<file path="src/hdl/lc3b_issue_pkg.sv">
`default_nettype none

package lc3b_issue_pkg;

	// Data and PC word
	typedef logic [15:0] lc3b_word;

	// Architectural register number, R0 to R7
	typedef logic [2:0] lc3b_reg;

	typedef logic [3:0] lc3b_opcode; // instr[15:12]

	// ROB entry tag, eight entries by default
	typedef logic [2:0] rob_tag_t;

	// Opcodes handled by the issue stage
	localparam lc3b_opcode op_br = 4'b0000;
	localparam lc3b_opcode op_add = 4'b0001;
	localparam lc3b_opcode op_jsr = 4'b0100; // JSR and JSRR
	localparam lc3b_opcode op_and = 4'b0101;
	localparam lc3b_opcode op_ldr = 4'b0110;
	localparam lc3b_opcode op_str = 4'b0111;
	localparam lc3b_opcode op_not = 4'b1001;
	localparam lc3b_opcode op_jmp = 4'b1100; // Also RET
	localparam lc3b_opcode op_shf = 4'b1101;
	localparam lc3b_opcode op_lea = 4'b1110;

endpackage

`default_nettype wire
</file>
<file path="src/hdl/issue_top.sv">
`timescale 1ns/10ps
`default_nettype none

module issue_top #(
	parameter int tag_width = $bits(lc3b_issue_pkg::rob_tag_t)
) (
	input wire clk,
	input wire rst_n,
	// Fetch
	input wire lc3b_issue_pkg::lc3b_word instr,
	input wire instr_is_new,
	input wire lc3b_issue_pkg::lc3b_word curr_pc,
	input wire predict_bit,
	output logic stall,
	output logic pcmux_sel,
	output lc3b_issue_pkg::lc3b_word br_pc,
	// CDB
	input wire cdb_valid,
	input wire [tag_width-1:0] cdb_tag,
	input wire lc3b_issue_pkg::lc3b_word cdb_data,
	// ROB read ports and status
	output logic [tag_width-1:0] rob_a_addr,
	input wire lc3b_issue_pkg::lc3b_word rob_a_value,
	input wire rob_a_valid,
	output logic [tag_width-1:0] rob_b_addr,
	input wire lc3b_issue_pkg::lc3b_word rob_b_value,
	input wire rob_b_valid,
	input wire rob_full,
	input wire [tag_width-1:0] rob_addr,
	input wire [2:0] rs_busy,
	input wire ls_full,
	// Reservation station dispatch
	output logic rs_write,
	output logic [1:0] rs_id,
	output lc3b_issue_pkg::lc3b_opcode rs_op,
	output lc3b_issue_pkg::lc3b_word rs_vj,
	output logic rs_vj_ready,
	output logic [tag_width-1:0] rs_qj,
	output lc3b_issue_pkg::lc3b_word rs_vk,
	output logic rs_vk_ready,
	output logic [tag_width-1:0] rs_qk,
	// Load/store buffer dispatch
	output logic ls_write,
	output lc3b_issue_pkg::lc3b_opcode ls_op,
	output lc3b_issue_pkg::lc3b_word ls_offset,
	output lc3b_issue_pkg::lc3b_word ls_base,
	output logic ls_base_ready,
	output logic [tag_width-1:0] ls_qbase,
	output lc3b_issue_pkg::lc3b_word ls_src,
	output logic ls_src_ready,
	output logic [tag_width-1:0] ls_qsrc,
	// ROB write
	output logic rob_write,
	output lc3b_issue_pkg::lc3b_opcode rob_op,
	output lc3b_issue_pkg::lc3b_reg rob_dest,
	output lc3b_issue_pkg::lc3b_word rob_value,
	// Commit
	input wire commit_valid,
	input wire lc3b_issue_pkg::lc3b_reg commit_reg,
	input wire [tag_width-1:0] commit_tag,
	input wire lc3b_issue_pkg::lc3b_word commit_data
);
	import lc3b_issue_pkg::*;

	lc3b_opcode opcode;
	lc3b_reg dest_reg;
	lc3b_reg src_a_reg;
	lc3b_reg src_b_reg;
	logic imm_valid;
	logic jsr_imm;
	lc3b_word imm5;
	lc3b_word offset6;
	lc3b_word pc_rel_target;
	// Register status read ports
	lc3b_word rf_a_value;
	lc3b_word rf_b_value;
	logic rf_a_busy;
	logic rf_b_busy;
	logic [tag_width-1:0] rf_a_tag;
	logic [tag_width-1:0] rf_b_tag;
	// Resolved operands
	lc3b_word a_value;
	lc3b_word b_value;
	logic a_ready;
	logic b_ready;
	logic [tag_width-1:0] a_tag;
	logic [tag_width-1:0] b_tag;
	logic mark_busy;
	lc3b_reg mark_reg;
	logic [tag_width-1:0] mark_tag;

	instr_decode u_decode (
		.instr(instr),
		.curr_pc(curr_pc),
		.opcode(opcode),
		.dest_reg(dest_reg),
		.src_a_reg(src_a_reg),
		.src_b_reg(src_b_reg),
		.imm_valid(imm_valid),
		.imm5(imm5),
		.offset6(offset6),
		.pc_rel_target(pc_rel_target),
		.jsr_imm(jsr_imm)
	);

	reg_status #(.tag_width(tag_width)) u_reg_status (
		.clk(clk),
		.rst_n(rst_n),
		.rd_a(src_a_reg),
		.rd_b(src_b_reg),
		.a_value(rf_a_value),
		.a_busy(rf_a_busy),
		.a_tag(rf_a_tag),
		.b_value(rf_b_value),
		.b_busy(rf_b_busy),
		.b_tag(rf_b_tag),
		.mark_busy(mark_busy),
		.mark_reg(mark_reg),
		.mark_tag(mark_tag),
		.commit_valid(commit_valid),
		.commit_reg(commit_reg),
		.commit_tag(commit_tag),
		.commit_data(commit_data)
	);

	operand_resolve #(.tag_width(tag_width)) opnd_a (
		.reg_value(rf_a_value),
		.reg_busy(rf_a_busy),
		.reg_tag(rf_a_tag),
		.cdb_valid(cdb_valid),
		.cdb_tag(cdb_tag),
		.cdb_data(cdb_data),
		.rob_value(rob_a_value),
		.rob_valid(rob_a_valid),
		.rob_addr(rob_a_addr),
		.value(a_value),
		.ready(a_ready),
		.tag(a_tag)
	);

	operand_resolve #(.tag_width(tag_width)) opnd_b (
		.reg_value(rf_b_value),
		.reg_busy(rf_b_busy),
		.reg_tag(rf_b_tag),
		.cdb_valid(cdb_valid),
		.cdb_tag(cdb_tag),
		.cdb_data(cdb_data),
		.rob_value(rob_b_value),
		.rob_valid(rob_b_valid),
		.rob_addr(rob_b_addr),
		.value(b_value),
		.ready(b_ready),
		.tag(b_tag)
	);

	issue_control #(.tag_width(tag_width)) u_control (
		.clk(clk),
		.rst_n(rst_n),
		.instr_is_new(instr_is_new),
		.predict_bit(predict_bit),
		.curr_pc(curr_pc),
		.opcode(opcode),
		.dest_reg(dest_reg),
		.imm_valid(imm_valid),
		.imm5(imm5),
		.offset6(offset6),
		.pc_rel_target(pc_rel_target),
		.jsr_imm(jsr_imm),
		.a_value(a_value),
		.a_ready(a_ready),
		.a_tag(a_tag),
		.b_value(b_value),
		.b_ready(b_ready),
		.b_tag(b_tag),
		.rob_full(rob_full),
		.rob_addr(rob_addr),
		.rs_busy(rs_busy),
		.ls_full(ls_full),
		.stall(stall),
		.pcmux_sel(pcmux_sel),
		.br_pc(br_pc),
		.rs_write(rs_write),
		.rs_id(rs_id),
		.rs_op(rs_op),
		.rs_vj(rs_vj),
		.rs_vj_ready(rs_vj_ready),
		.rs_qj(rs_qj),
		.rs_vk(rs_vk),
		.rs_vk_ready(rs_vk_ready),
		.rs_qk(rs_qk),
		.ls_write(ls_write),
		.ls_op(ls_op),
		.ls_offset(ls_offset),
		.ls_base(ls_base),
		.ls_base_ready(ls_base_ready),
		.ls_qbase(ls_qbase),
		.ls_src(ls_src),
		.ls_src_ready(ls_src_ready),
		.ls_qsrc(ls_qsrc),
		.rob_write(rob_write),
		.rob_op(rob_op),
		.rob_dest(rob_dest),
		.rob_value(rob_value),
		.mark_busy(mark_busy),
		.mark_reg(mark_reg),
		.mark_tag(mark_tag)
	);

endmodule

`default_nettype wire

</file>
<file path="src/hdl/issue_control.sv">
`timescale 1ns/10ps
`default_nettype none

module issue_control #(
	parameter int tag_width = $bits(lc3b_issue_pkg::rob_tag_t)
) (
	input wire clk,
	input wire rst_n,
	input wire instr_is_new,
	input wire predict_bit,
	input wire lc3b_issue_pkg::lc3b_word curr_pc,
	// Decoder
	input wire lc3b_issue_pkg::lc3b_opcode opcode,
	input wire lc3b_issue_pkg::lc3b_reg dest_reg,
	input wire imm_valid,
	input wire lc3b_issue_pkg::lc3b_word imm5,
	input wire lc3b_issue_pkg::lc3b_word offset6,
	input wire lc3b_issue_pkg::lc3b_word pc_rel_target,
	input wire jsr_imm,
	// Resolved operands
	input wire lc3b_issue_pkg::lc3b_word a_value,
	input wire a_ready,
	input wire [tag_width-1:0] a_tag,
	input wire lc3b_issue_pkg::lc3b_word b_value,
	input wire b_ready,
	input wire [tag_width-1:0] b_tag,
	// Back-end status
	input wire rob_full,
	input wire [tag_width-1:0] rob_addr,
	input wire [2:0] rs_busy,
	input wire ls_full,
	// To fetch
	output logic stall,
	output logic pcmux_sel,
	output lc3b_issue_pkg::lc3b_word br_pc,
	// ALU reservation stations
	output logic rs_write,
	output logic [1:0] rs_id,
	output lc3b_issue_pkg::lc3b_opcode rs_op,
	output lc3b_issue_pkg::lc3b_word rs_vj,
	output logic rs_vj_ready,
	output logic [tag_width-1:0] rs_qj,
	output lc3b_issue_pkg::lc3b_word rs_vk,
	output logic rs_vk_ready,
	output logic [tag_width-1:0] rs_qk,
	// Load/store buffer
	output logic ls_write,
	output lc3b_issue_pkg::lc3b_opcode ls_op,
	output lc3b_issue_pkg::lc3b_word ls_offset,
	output lc3b_issue_pkg::lc3b_word ls_base,
	output logic ls_base_ready,
	output logic [tag_width-1:0] ls_qbase,
	output lc3b_issue_pkg::lc3b_word ls_src,
	output logic ls_src_ready,
	output logic [tag_width-1:0] ls_qsrc,
	// ROB allocation
	output logic rob_write,
	output lc3b_issue_pkg::lc3b_opcode rob_op,
	output lc3b_issue_pkg::lc3b_reg rob_dest,
	output lc3b_issue_pkg::lc3b_word rob_value,
	// Register status
	output logic mark_busy,
	output lc3b_issue_pkg::lc3b_reg mark_reg,
	output logic [tag_width-1:0] mark_tag
);
	import lc3b_issue_pkg::*;

	logic bubble; // Fetch is refilling after a redirect
	logic is_alu;
	logic is_mem;
	logic needs_base;
	logic redirect;
	logic blocked;
	logic go;
	logic writes_reg;
	lc3b_reg dest_or_link;

	assign is_alu = (opcode == op_add) || (opcode == op_and) || (opcode == op_not)
		|| (opcode == op_shf);
	assign is_mem = (opcode == op_ldr) || (opcode == op_str);
	assign needs_base = (opcode == op_jmp) || ((opcode == op_jsr) && !jsr_imm);
	assign redirect = (opcode == op_jmp) || (opcode == op_jsr)
		|| ((opcode == op_br) && predict_bit);
	assign writes_reg = is_alu || (opcode == op_ldr) || (opcode == op_lea)
		|| (opcode == op_jsr);

	// Structural hazards, plus indirect jumps waiting for their base
	assign blocked = rob_full || (is_alu && (&rs_busy)) || (is_mem && ls_full)
		|| (needs_base && !a_ready);

	assign stall = instr_is_new && !bubble && blocked;
	assign go = instr_is_new && !bubble && !blocked;

	always_ff @(posedge clk or negedge rst_n)
	begin
		if (!rst_n)
			bubble <= 1'b0;
		else
			bubble <= go && redirect; // Lasts exactly one cycle
	end

	assign pcmux_sel = go && redirect;
	assign br_pc = needs_base ? a_value : pc_rel_target;

	assign rs_write = go && is_alu;
	assign rs_op = opcode;

	// Lowest free station wins
	always_comb
	begin
		if (!rs_busy[0])
			rs_id = 2'd0;
		else if (!rs_busy[1])
			rs_id = 2'd1;
		else
			rs_id = 2'd2;
	end

	assign rs_vj = a_value;
	assign rs_vj_ready = a_ready;
	assign rs_qj = a_tag;
	assign rs_vk = imm_valid ? imm5 : b_value;
	assign rs_vk_ready = imm_valid || b_ready;
	assign rs_qk = imm_valid ? '0 : b_tag;

	assign ls_write = go && is_mem;
	assign ls_op = opcode;
	assign ls_offset = offset6;
	assign ls_base = a_value;
	assign ls_base_ready = a_ready;
	assign ls_qbase = a_tag;
	assign ls_src = b_value; // DR contents for STR
	assign ls_src_ready = b_ready;
	assign ls_qsrc = b_tag;

	assign dest_or_link = (opcode == op_jsr) ? lc3b_reg'(7) : dest_reg;

	// JMP needs no ROB entry
	assign rob_write = go && (is_alu || is_mem || (opcode == op_br) || (opcode == op_lea)
		|| (opcode == op_jsr));
	assign rob_op = opcode;
	assign rob_dest = dest_or_link;

	always_comb
	begin
		case (opcode)
			op_br: rob_value = predict_bit ? curr_pc : pc_rel_target; // Recovery PC
			op_lea: rob_value = pc_rel_target;
			op_jsr: rob_value = curr_pc; // Return address for R7
			default: rob_value = '0;
		endcase
	end

	assign mark_busy = go && writes_reg;
	assign mark_reg = dest_or_link;
	assign mark_tag = rob_addr;

endmodule

`default_nettype wire

</file>
<file path="src/hdl/reg_status.sv">
`timescale 1ns/10ps
`default_nettype none

module reg_status #(
	parameter int tag_width = $bits(lc3b_issue_pkg::rob_tag_t)
) (
	input wire clk,
	input wire rst_n,
	// Read ports
	input wire lc3b_issue_pkg::lc3b_reg rd_a,
	input wire lc3b_issue_pkg::lc3b_reg rd_b,
	output lc3b_issue_pkg::lc3b_word a_value,
	output logic a_busy,
	output logic [tag_width-1:0] a_tag,
	output lc3b_issue_pkg::lc3b_word b_value,
	output logic b_busy,
	output logic [tag_width-1:0] b_tag,
	// Issue marks the destination as pending
	input wire mark_busy,
	input wire lc3b_issue_pkg::lc3b_reg mark_reg,
	input wire [tag_width-1:0] mark_tag,
	// Commit from the ROB head
	input wire commit_valid,
	input wire lc3b_issue_pkg::lc3b_reg commit_reg,
	input wire [tag_width-1:0] commit_tag,
	input wire lc3b_issue_pkg::lc3b_word commit_data
);
	import lc3b_issue_pkg::*;

	lc3b_word reg_val [8];
	logic [7:0] reg_busy;
	logic [tag_width-1:0] reg_tag [8];

	always_ff @(posedge clk or negedge rst_n)
	begin
		if (!rst_n)
		begin
			for (int i = 0; i < 8; i++)
			begin
				reg_val[i] <= '0;
				reg_tag[i] <= '0;
			end
			reg_busy <= '0;
		end
		else
		begin
			if (commit_valid)
			begin
				reg_val[commit_reg] <= commit_data;
				// A newer writer keeps the register busy
				if (reg_tag[commit_reg] == commit_tag)
					reg_busy[commit_reg] <= 1'b0;
			end
			// Placed last so a same-cycle mark beats the commit
			if (mark_busy)
			begin
				reg_busy[mark_reg] <= 1'b1;
				reg_tag[mark_reg] <= mark_tag;
			end
		end
	end

	// Reads see the contents before this edge's updates
	assign a_value = reg_val[rd_a];
	assign a_busy = reg_busy[rd_a];
	assign a_tag = reg_tag[rd_a];
	assign b_value = reg_val[rd_b];
	assign b_busy = reg_busy[rd_b];
	assign b_tag = reg_tag[rd_b];

endmodule

`default_nettype wire

</file>
<file path="src/hdl/operand_resolve.sv">
`timescale 1ns/10ps
`default_nettype none

module operand_resolve #(
	parameter int tag_width = $bits(lc3b_issue_pkg::rob_tag_t)
) (
	// From register status
	input wire lc3b_issue_pkg::lc3b_word reg_value,
	input wire reg_busy,
	input wire [tag_width-1:0] reg_tag,
	// Common data bus
	input wire cdb_valid,
	input wire [tag_width-1:0] cdb_tag,
	input wire lc3b_issue_pkg::lc3b_word cdb_data,
	// ROB read port answer
	input wire lc3b_issue_pkg::lc3b_word rob_value,
	input wire rob_valid,
	output logic [tag_width-1:0] rob_addr,
	output lc3b_issue_pkg::lc3b_word value,
	output logic ready,
	output logic [tag_width-1:0] tag
);

	assign rob_addr = reg_tag; // Look up the producer's entry

	always_comb
	begin
		value = reg_value;
		ready = 1'b1;
		tag = '0;
		if (!reg_busy)
		begin
			value = reg_value; // Architectural value is current
		end
		else if (cdb_valid && (cdb_tag == reg_tag))
		begin
			value = cdb_data; // Broadcast this cycle
		end
		else if (rob_valid)
		begin
			value = rob_value; // Finished but not yet committed
		end
		else
		begin
			// Still in flight, wait on the tag
			value = '0;
			ready = 1'b0;
			tag = reg_tag;
		end
	end

endmodule

`default_nettype wire

</file>
<file path="src/hdl/instr_decode.sv">
`timescale 1ns/10ps
`default_nettype none

module instr_decode (
	input wire lc3b_issue_pkg::lc3b_word instr,
	input wire lc3b_issue_pkg::lc3b_word curr_pc,
	output lc3b_issue_pkg::lc3b_opcode opcode,
	output lc3b_issue_pkg::lc3b_reg dest_reg,
	output lc3b_issue_pkg::lc3b_reg src_a_reg,
	output lc3b_issue_pkg::lc3b_reg src_b_reg,
	output logic imm_valid,
	output lc3b_issue_pkg::lc3b_word imm5,
	output lc3b_issue_pkg::lc3b_word offset6,
	output lc3b_issue_pkg::lc3b_word pc_rel_target,
	output logic jsr_imm
);
	import lc3b_issue_pkg::*;

	lc3b_word off9; // PCoffset9, word aligned
	lc3b_word off11; // PCoffset11 for JSR
	logic alu_imm_form;

	assign opcode = instr[15:12];
	assign dest_reg = instr[11:9];
	assign src_a_reg = instr[8:6]; // SR1 or BaseR

	// STR reads its store data through the DR field
	assign src_b_reg = (opcode == op_str) ? instr[11:9] : instr[2:0];

	assign jsr_imm = instr[11]; // 1 for JSR, 0 for JSRR

	// NOT is encoded with bit 5 set, so it takes the all-ones immediate
	assign alu_imm_form = ((opcode == op_add) || (opcode == op_and) || (opcode == op_not))
		&& instr[5];
	assign imm_valid = alu_imm_form || (opcode == op_shf);

	assign imm5 = {{11{instr[4]}}, instr[4:0]};
	assign offset6 = {{9{instr[5]}}, instr[5:0], 1'b0};
	assign off9 = {{6{instr[8]}}, instr[8:0], 1'b0};
	assign off11 = {{4{instr[10]}}, instr[10:0], 1'b0};

	// BR, LEA and JSR all add to the current PC
	assign pc_rel_target = curr_pc + ((opcode == op_jsr) ? off11 : off9);

endmodule

`default_nettype wire

</file>
<file path="config.mk">
export PLATFORM = sky130hd
export DESIGN_NAME = issue_top
export DESIGN_NICKNAME = d
export VERILOG_FILES = /design/src/hdl/lc3b_issue_pkg.sv /design/src/hdl/issue_top.sv /design/src/hdl/issue_control.sv /design/src/hdl/reg_status.sv /design/src/hdl/operand_resolve.sv /design/src/hdl/instr_decode.sv
export SDC_FILE = /design/constraint.sdc
export NUM_CORES = 1
export LEC_CHECK = 0
export ABC_AREA = 1
export BUFFER_PORTS_ARGS = -buffer_cell sky130_fd_sc_hd__clkbuf_2
export CAP_MARGIN = 10
export CORE_UTILIZATION = 50
export CTS_CLUSTER_DIAMETER = 40
export DETAILED_ROUTE_END_ITERATION = 12
export GPL_ROUTABILITY_DRIVEN = 0
export MAX_ROUTING_LAYER = met4
export PLACE_DENSITY_LB_ADDON = 0.08
export SYNTH_ARGS = -nofsm -noshare
export SYNTH_HDL_FRONTEND = slang
export SYNTH_HIERARCHICAL = 1
export SYNTH_SLANG_ARGS = --single-unit
</file>
<file path="constraint.sdc">
create_clock -name clk -period 3.41 [get_ports clk]
set_input_delay 0 -clock clk [delete_from_list [all_inputs] [get_ports clk]]
set_output_delay 0 -clock clk [all_outputs]
set_load 0.01 [all_outputs]
</file>
==> impl_metrics.json <==
{
  "status": "finished clean",
  "synth_ff_type": "dfrtp_1",
  "grt_antenna_before_repair": 0,
  "num_rows": 58,
  "routedWlPerCell_um": 18.2,
  "synth_area_um2": 13100,
  "start_util_pct": 51.5,
  "drtIter0Drc": 1553,
  "required_ps": 3710,
  "die_area_um2": 26900,
  "slew_headroom_pct": 19.4,
  "cpMostUsedCell": "nand2_1",
  "first_global_vias": 12000,
  "cts_tree": "done",
  "root_buffer": "clkbuf_16",
  "r2r-end": "u_reg_status/reg_tag[16]",
  "syn_area_per_cell_um2": 6.48,
  "synthArstFlopShare_pct": 100,
  "hold_end": "u_reg_status/reg_busy[5]",
  "cts_htree_levels": 4,
  "area.growth.synth_to_final_pct": 9.39,
  "yosysSeqAreaShare_pct": 30.7,
  "synthCells": 2023,
  "clkSinkCount": 161,
  "r2r_setup_slack_ps": 280,
  "p_total_mw": 6.87,
  "synth_nets": 2161,
  "dr.pass1.iters": 6,
  "avgViaCountPerCell": 5.51,
  "finalSetupTns_ps": 0,
  "fillers": 2606,
  "p_per_area_nw_per_um2": 479,
  "arrival_ps": 3430,
  "slew_violations": 0,
  "coreArea_um2": 25500,
  "place_hpwl_um": 32300,
  "synth_edf_count": 0,
  "critPathCaptureType": "register",
  "clock_path_buffers": 2,
  "worstRegToRegCells": 18,
  "drive_gt1_share_pct": 18.6,
  "fmax_mhz": 319,
  "rsz0062_at_grt": "false",
  "clk_latency_ps": 430,
  "final_common_cell": "nand2_1",
  "tightest_slew_ps": 1210,
  "placed_area_um2": 13500,
  "fin_crit_ps": 3130,
  "leakagePower_nw": 7.60,
  "vias": 13600,
  "finClkSkew_ps": 10.9,
  "place_inst": 2409,
  "ant_nets": 0,
  "die_y_um": 164,
  "hold_violations": 0,
  "grt_max_degree": 86,
  "io_buffers": 275,
  "clk_pin_slew_ps": 70,
  "nets": 2256,
  "postLayoutCellArea_um2": 14300,
  "route.detailed.drc": 0,
  "period_share_pct": 91.8,
  "ir_worst_vdd_uv": 352,
  "min-delay-start": "commit_tag[2]",
  "grt.overflow.total": 0,
  "yosysWarnings": 6,
  "synthDistinctLibCells": 45,
  "crit_path_max_fanout": 17,
  "hold_path.class": "in2reg",
  "ioPinCount": 277,
  "setup_ws_ps": 278,
  "grt_pass1_wl_um": 66900,
  "drv_cap": 0,
  "yosys_register_bits": 161,
  "critPathLaunchType": "register",
  "setup_violations": 0,
  "holdWs_ps": 53.7,
  "crit_type": "reg2reg",
  "dieWidth_um": 164,
  "mostFrequentLayoutCells": "nand2_1 (606), o21ai_0 (285), clkbuf_2 (274), inv_1 (213), dfrtp_1 (161)",
  "crit_slowest_cell": "dfrtp_1",
  "hold_path_depth": 5,
  "max_stage_delay_ps": 420,
  "pre_cts_ws_ps": 249,
  "wirelength_um": 44800,
  "final_cells": 2461,
  "path_cells": "nand2_1 -> o21ai_0 -> a221oi_1 -> a31oi_1 -> nand2_1 -> nand2_2 -> nor2_8 -> nand2_4 -> nand2_1 -> inv_1 -> nand4_1 -> nand3_1 -> nor2_2 -> inv_1 -> nor2_2 -> nand2_1 -> nand2_1 -> o21ai_0",
  "cts_made_buffers": 17,
  "diodes": 0,
  "utilization_pct": 56.3,
  "r2r-start": "u_reg_status/reg_tag[10]",
  "grt_use_total_pct": 34.0
}
## critical path, delay by kind of cell (launching register included)
| kind | cells | cell delay, ps |
|---|---|---|
| and+or+nand+nor | 12 | 1790 |
| buffers and inverters | 2 | 140 |
| DFF | 1 | 420 |
| AOI/OAI and AO/OA | 4 | 640 |
## power breakdown
part	switching (mW)	leakage, nW	internal [mW]
sequential	0.244	1.99	2.30
clock	0.787	0.284	1.12
combinational	1.60	5.33	0.818
total	2.63	7.60	4.24
## cell families after synthesis
group | synth area share (%)
mux | 0.172
xor+xnor | 0.678
flops | 30.7
buf+inv | 19.0
compound gates | 20.7
other cells | 0.0286
fa+ha+maj | 1.68
simple gates | 27.0
## repair_timing
item / in CTS / in global routing
resized for setup: 0 / 6
hold buffers: 20 / 0
buffers inserted: 0 / 0
setup endpoints to repair: 0 / 24
endpoints found under the hold margin: 189 / 0
## worst max-delay path by stage
stage                                   startpoint                  endpoint  slack [ps]  cells after the start
after detailed placement                  instr[6]   u_reg_status/reg_tag[4]         250                     20
after global routing       u_reg_status/reg_tag[2]  u_reg_status/reg_tag[22]          10                     19
after CTS                                instr[14]                  rs_qk[0]         250                     17
after global placement                   instr[14]               rs_vk_ready         340                     15
final                     u_reg_status/reg_tag[10]  u_reg_status/reg_tag[16]         280                     18
after floorplan                           instr[6]   u_reg_status/reg_tag[3]         690                     21
## metal layers
metal | wire length (um) | vias to the layer above | track usage (%)
met5 | 0 | - | -
met4 | 1100 | 0 | 9.85
met3 | 3960 | 85 | 5.91
met2 | 21400 | 654 | 56.2
met1 | 18300 | 6255 | 42.6
li1 | - | 6557 | -
## sequential cells by signal, indices dropped and copies added (netlist names)
signal / count
u_control/bubble: 1
u_reg_status/reg_val: 128
u_reg_status/reg_tag: 24
u_reg_status/reg_busy: 8
## Yosys cell counts, drive strengths merged, types with 2 or more instances
library cell,count,area share [%]
nand2,623,18
o21ai,309,12
inv,223,6.4
buf,183,10
dfrtp,161,31
nor2,116,4.0
a21oi,110,4.3
nand3,103,4.1
clkbuf,65,2.0
a31oi,40,1.9
o211ai,36,2.1
ha,16,1.5
xor2,7,0.61
a221oi,6,0.40
nand4,4,0.19
clkinv,3,0.086
or2,3,0.14
dlymetal6s2s,2,0.19
mux2,2,0.17
nand3b,2,0.11
nor3,2,0.15
## area by class of cell
cell class / instances / area (um^2) / share of cell area, %
clock inverters: 11 / 129 / 0.899
repair buffers: 326 / 1820 / 12.7
flip-flops and latches: 161 / 4030 / 28.1
inverters: 226 / 848 / 5.92
well taps: 330 / 413 / 2.88
clock buffers: 21 / 460 / 3.21
multi-input cells: 1386 / 6640 / 46.3
No activity file was read; power rests on OpenSTA's default activity.
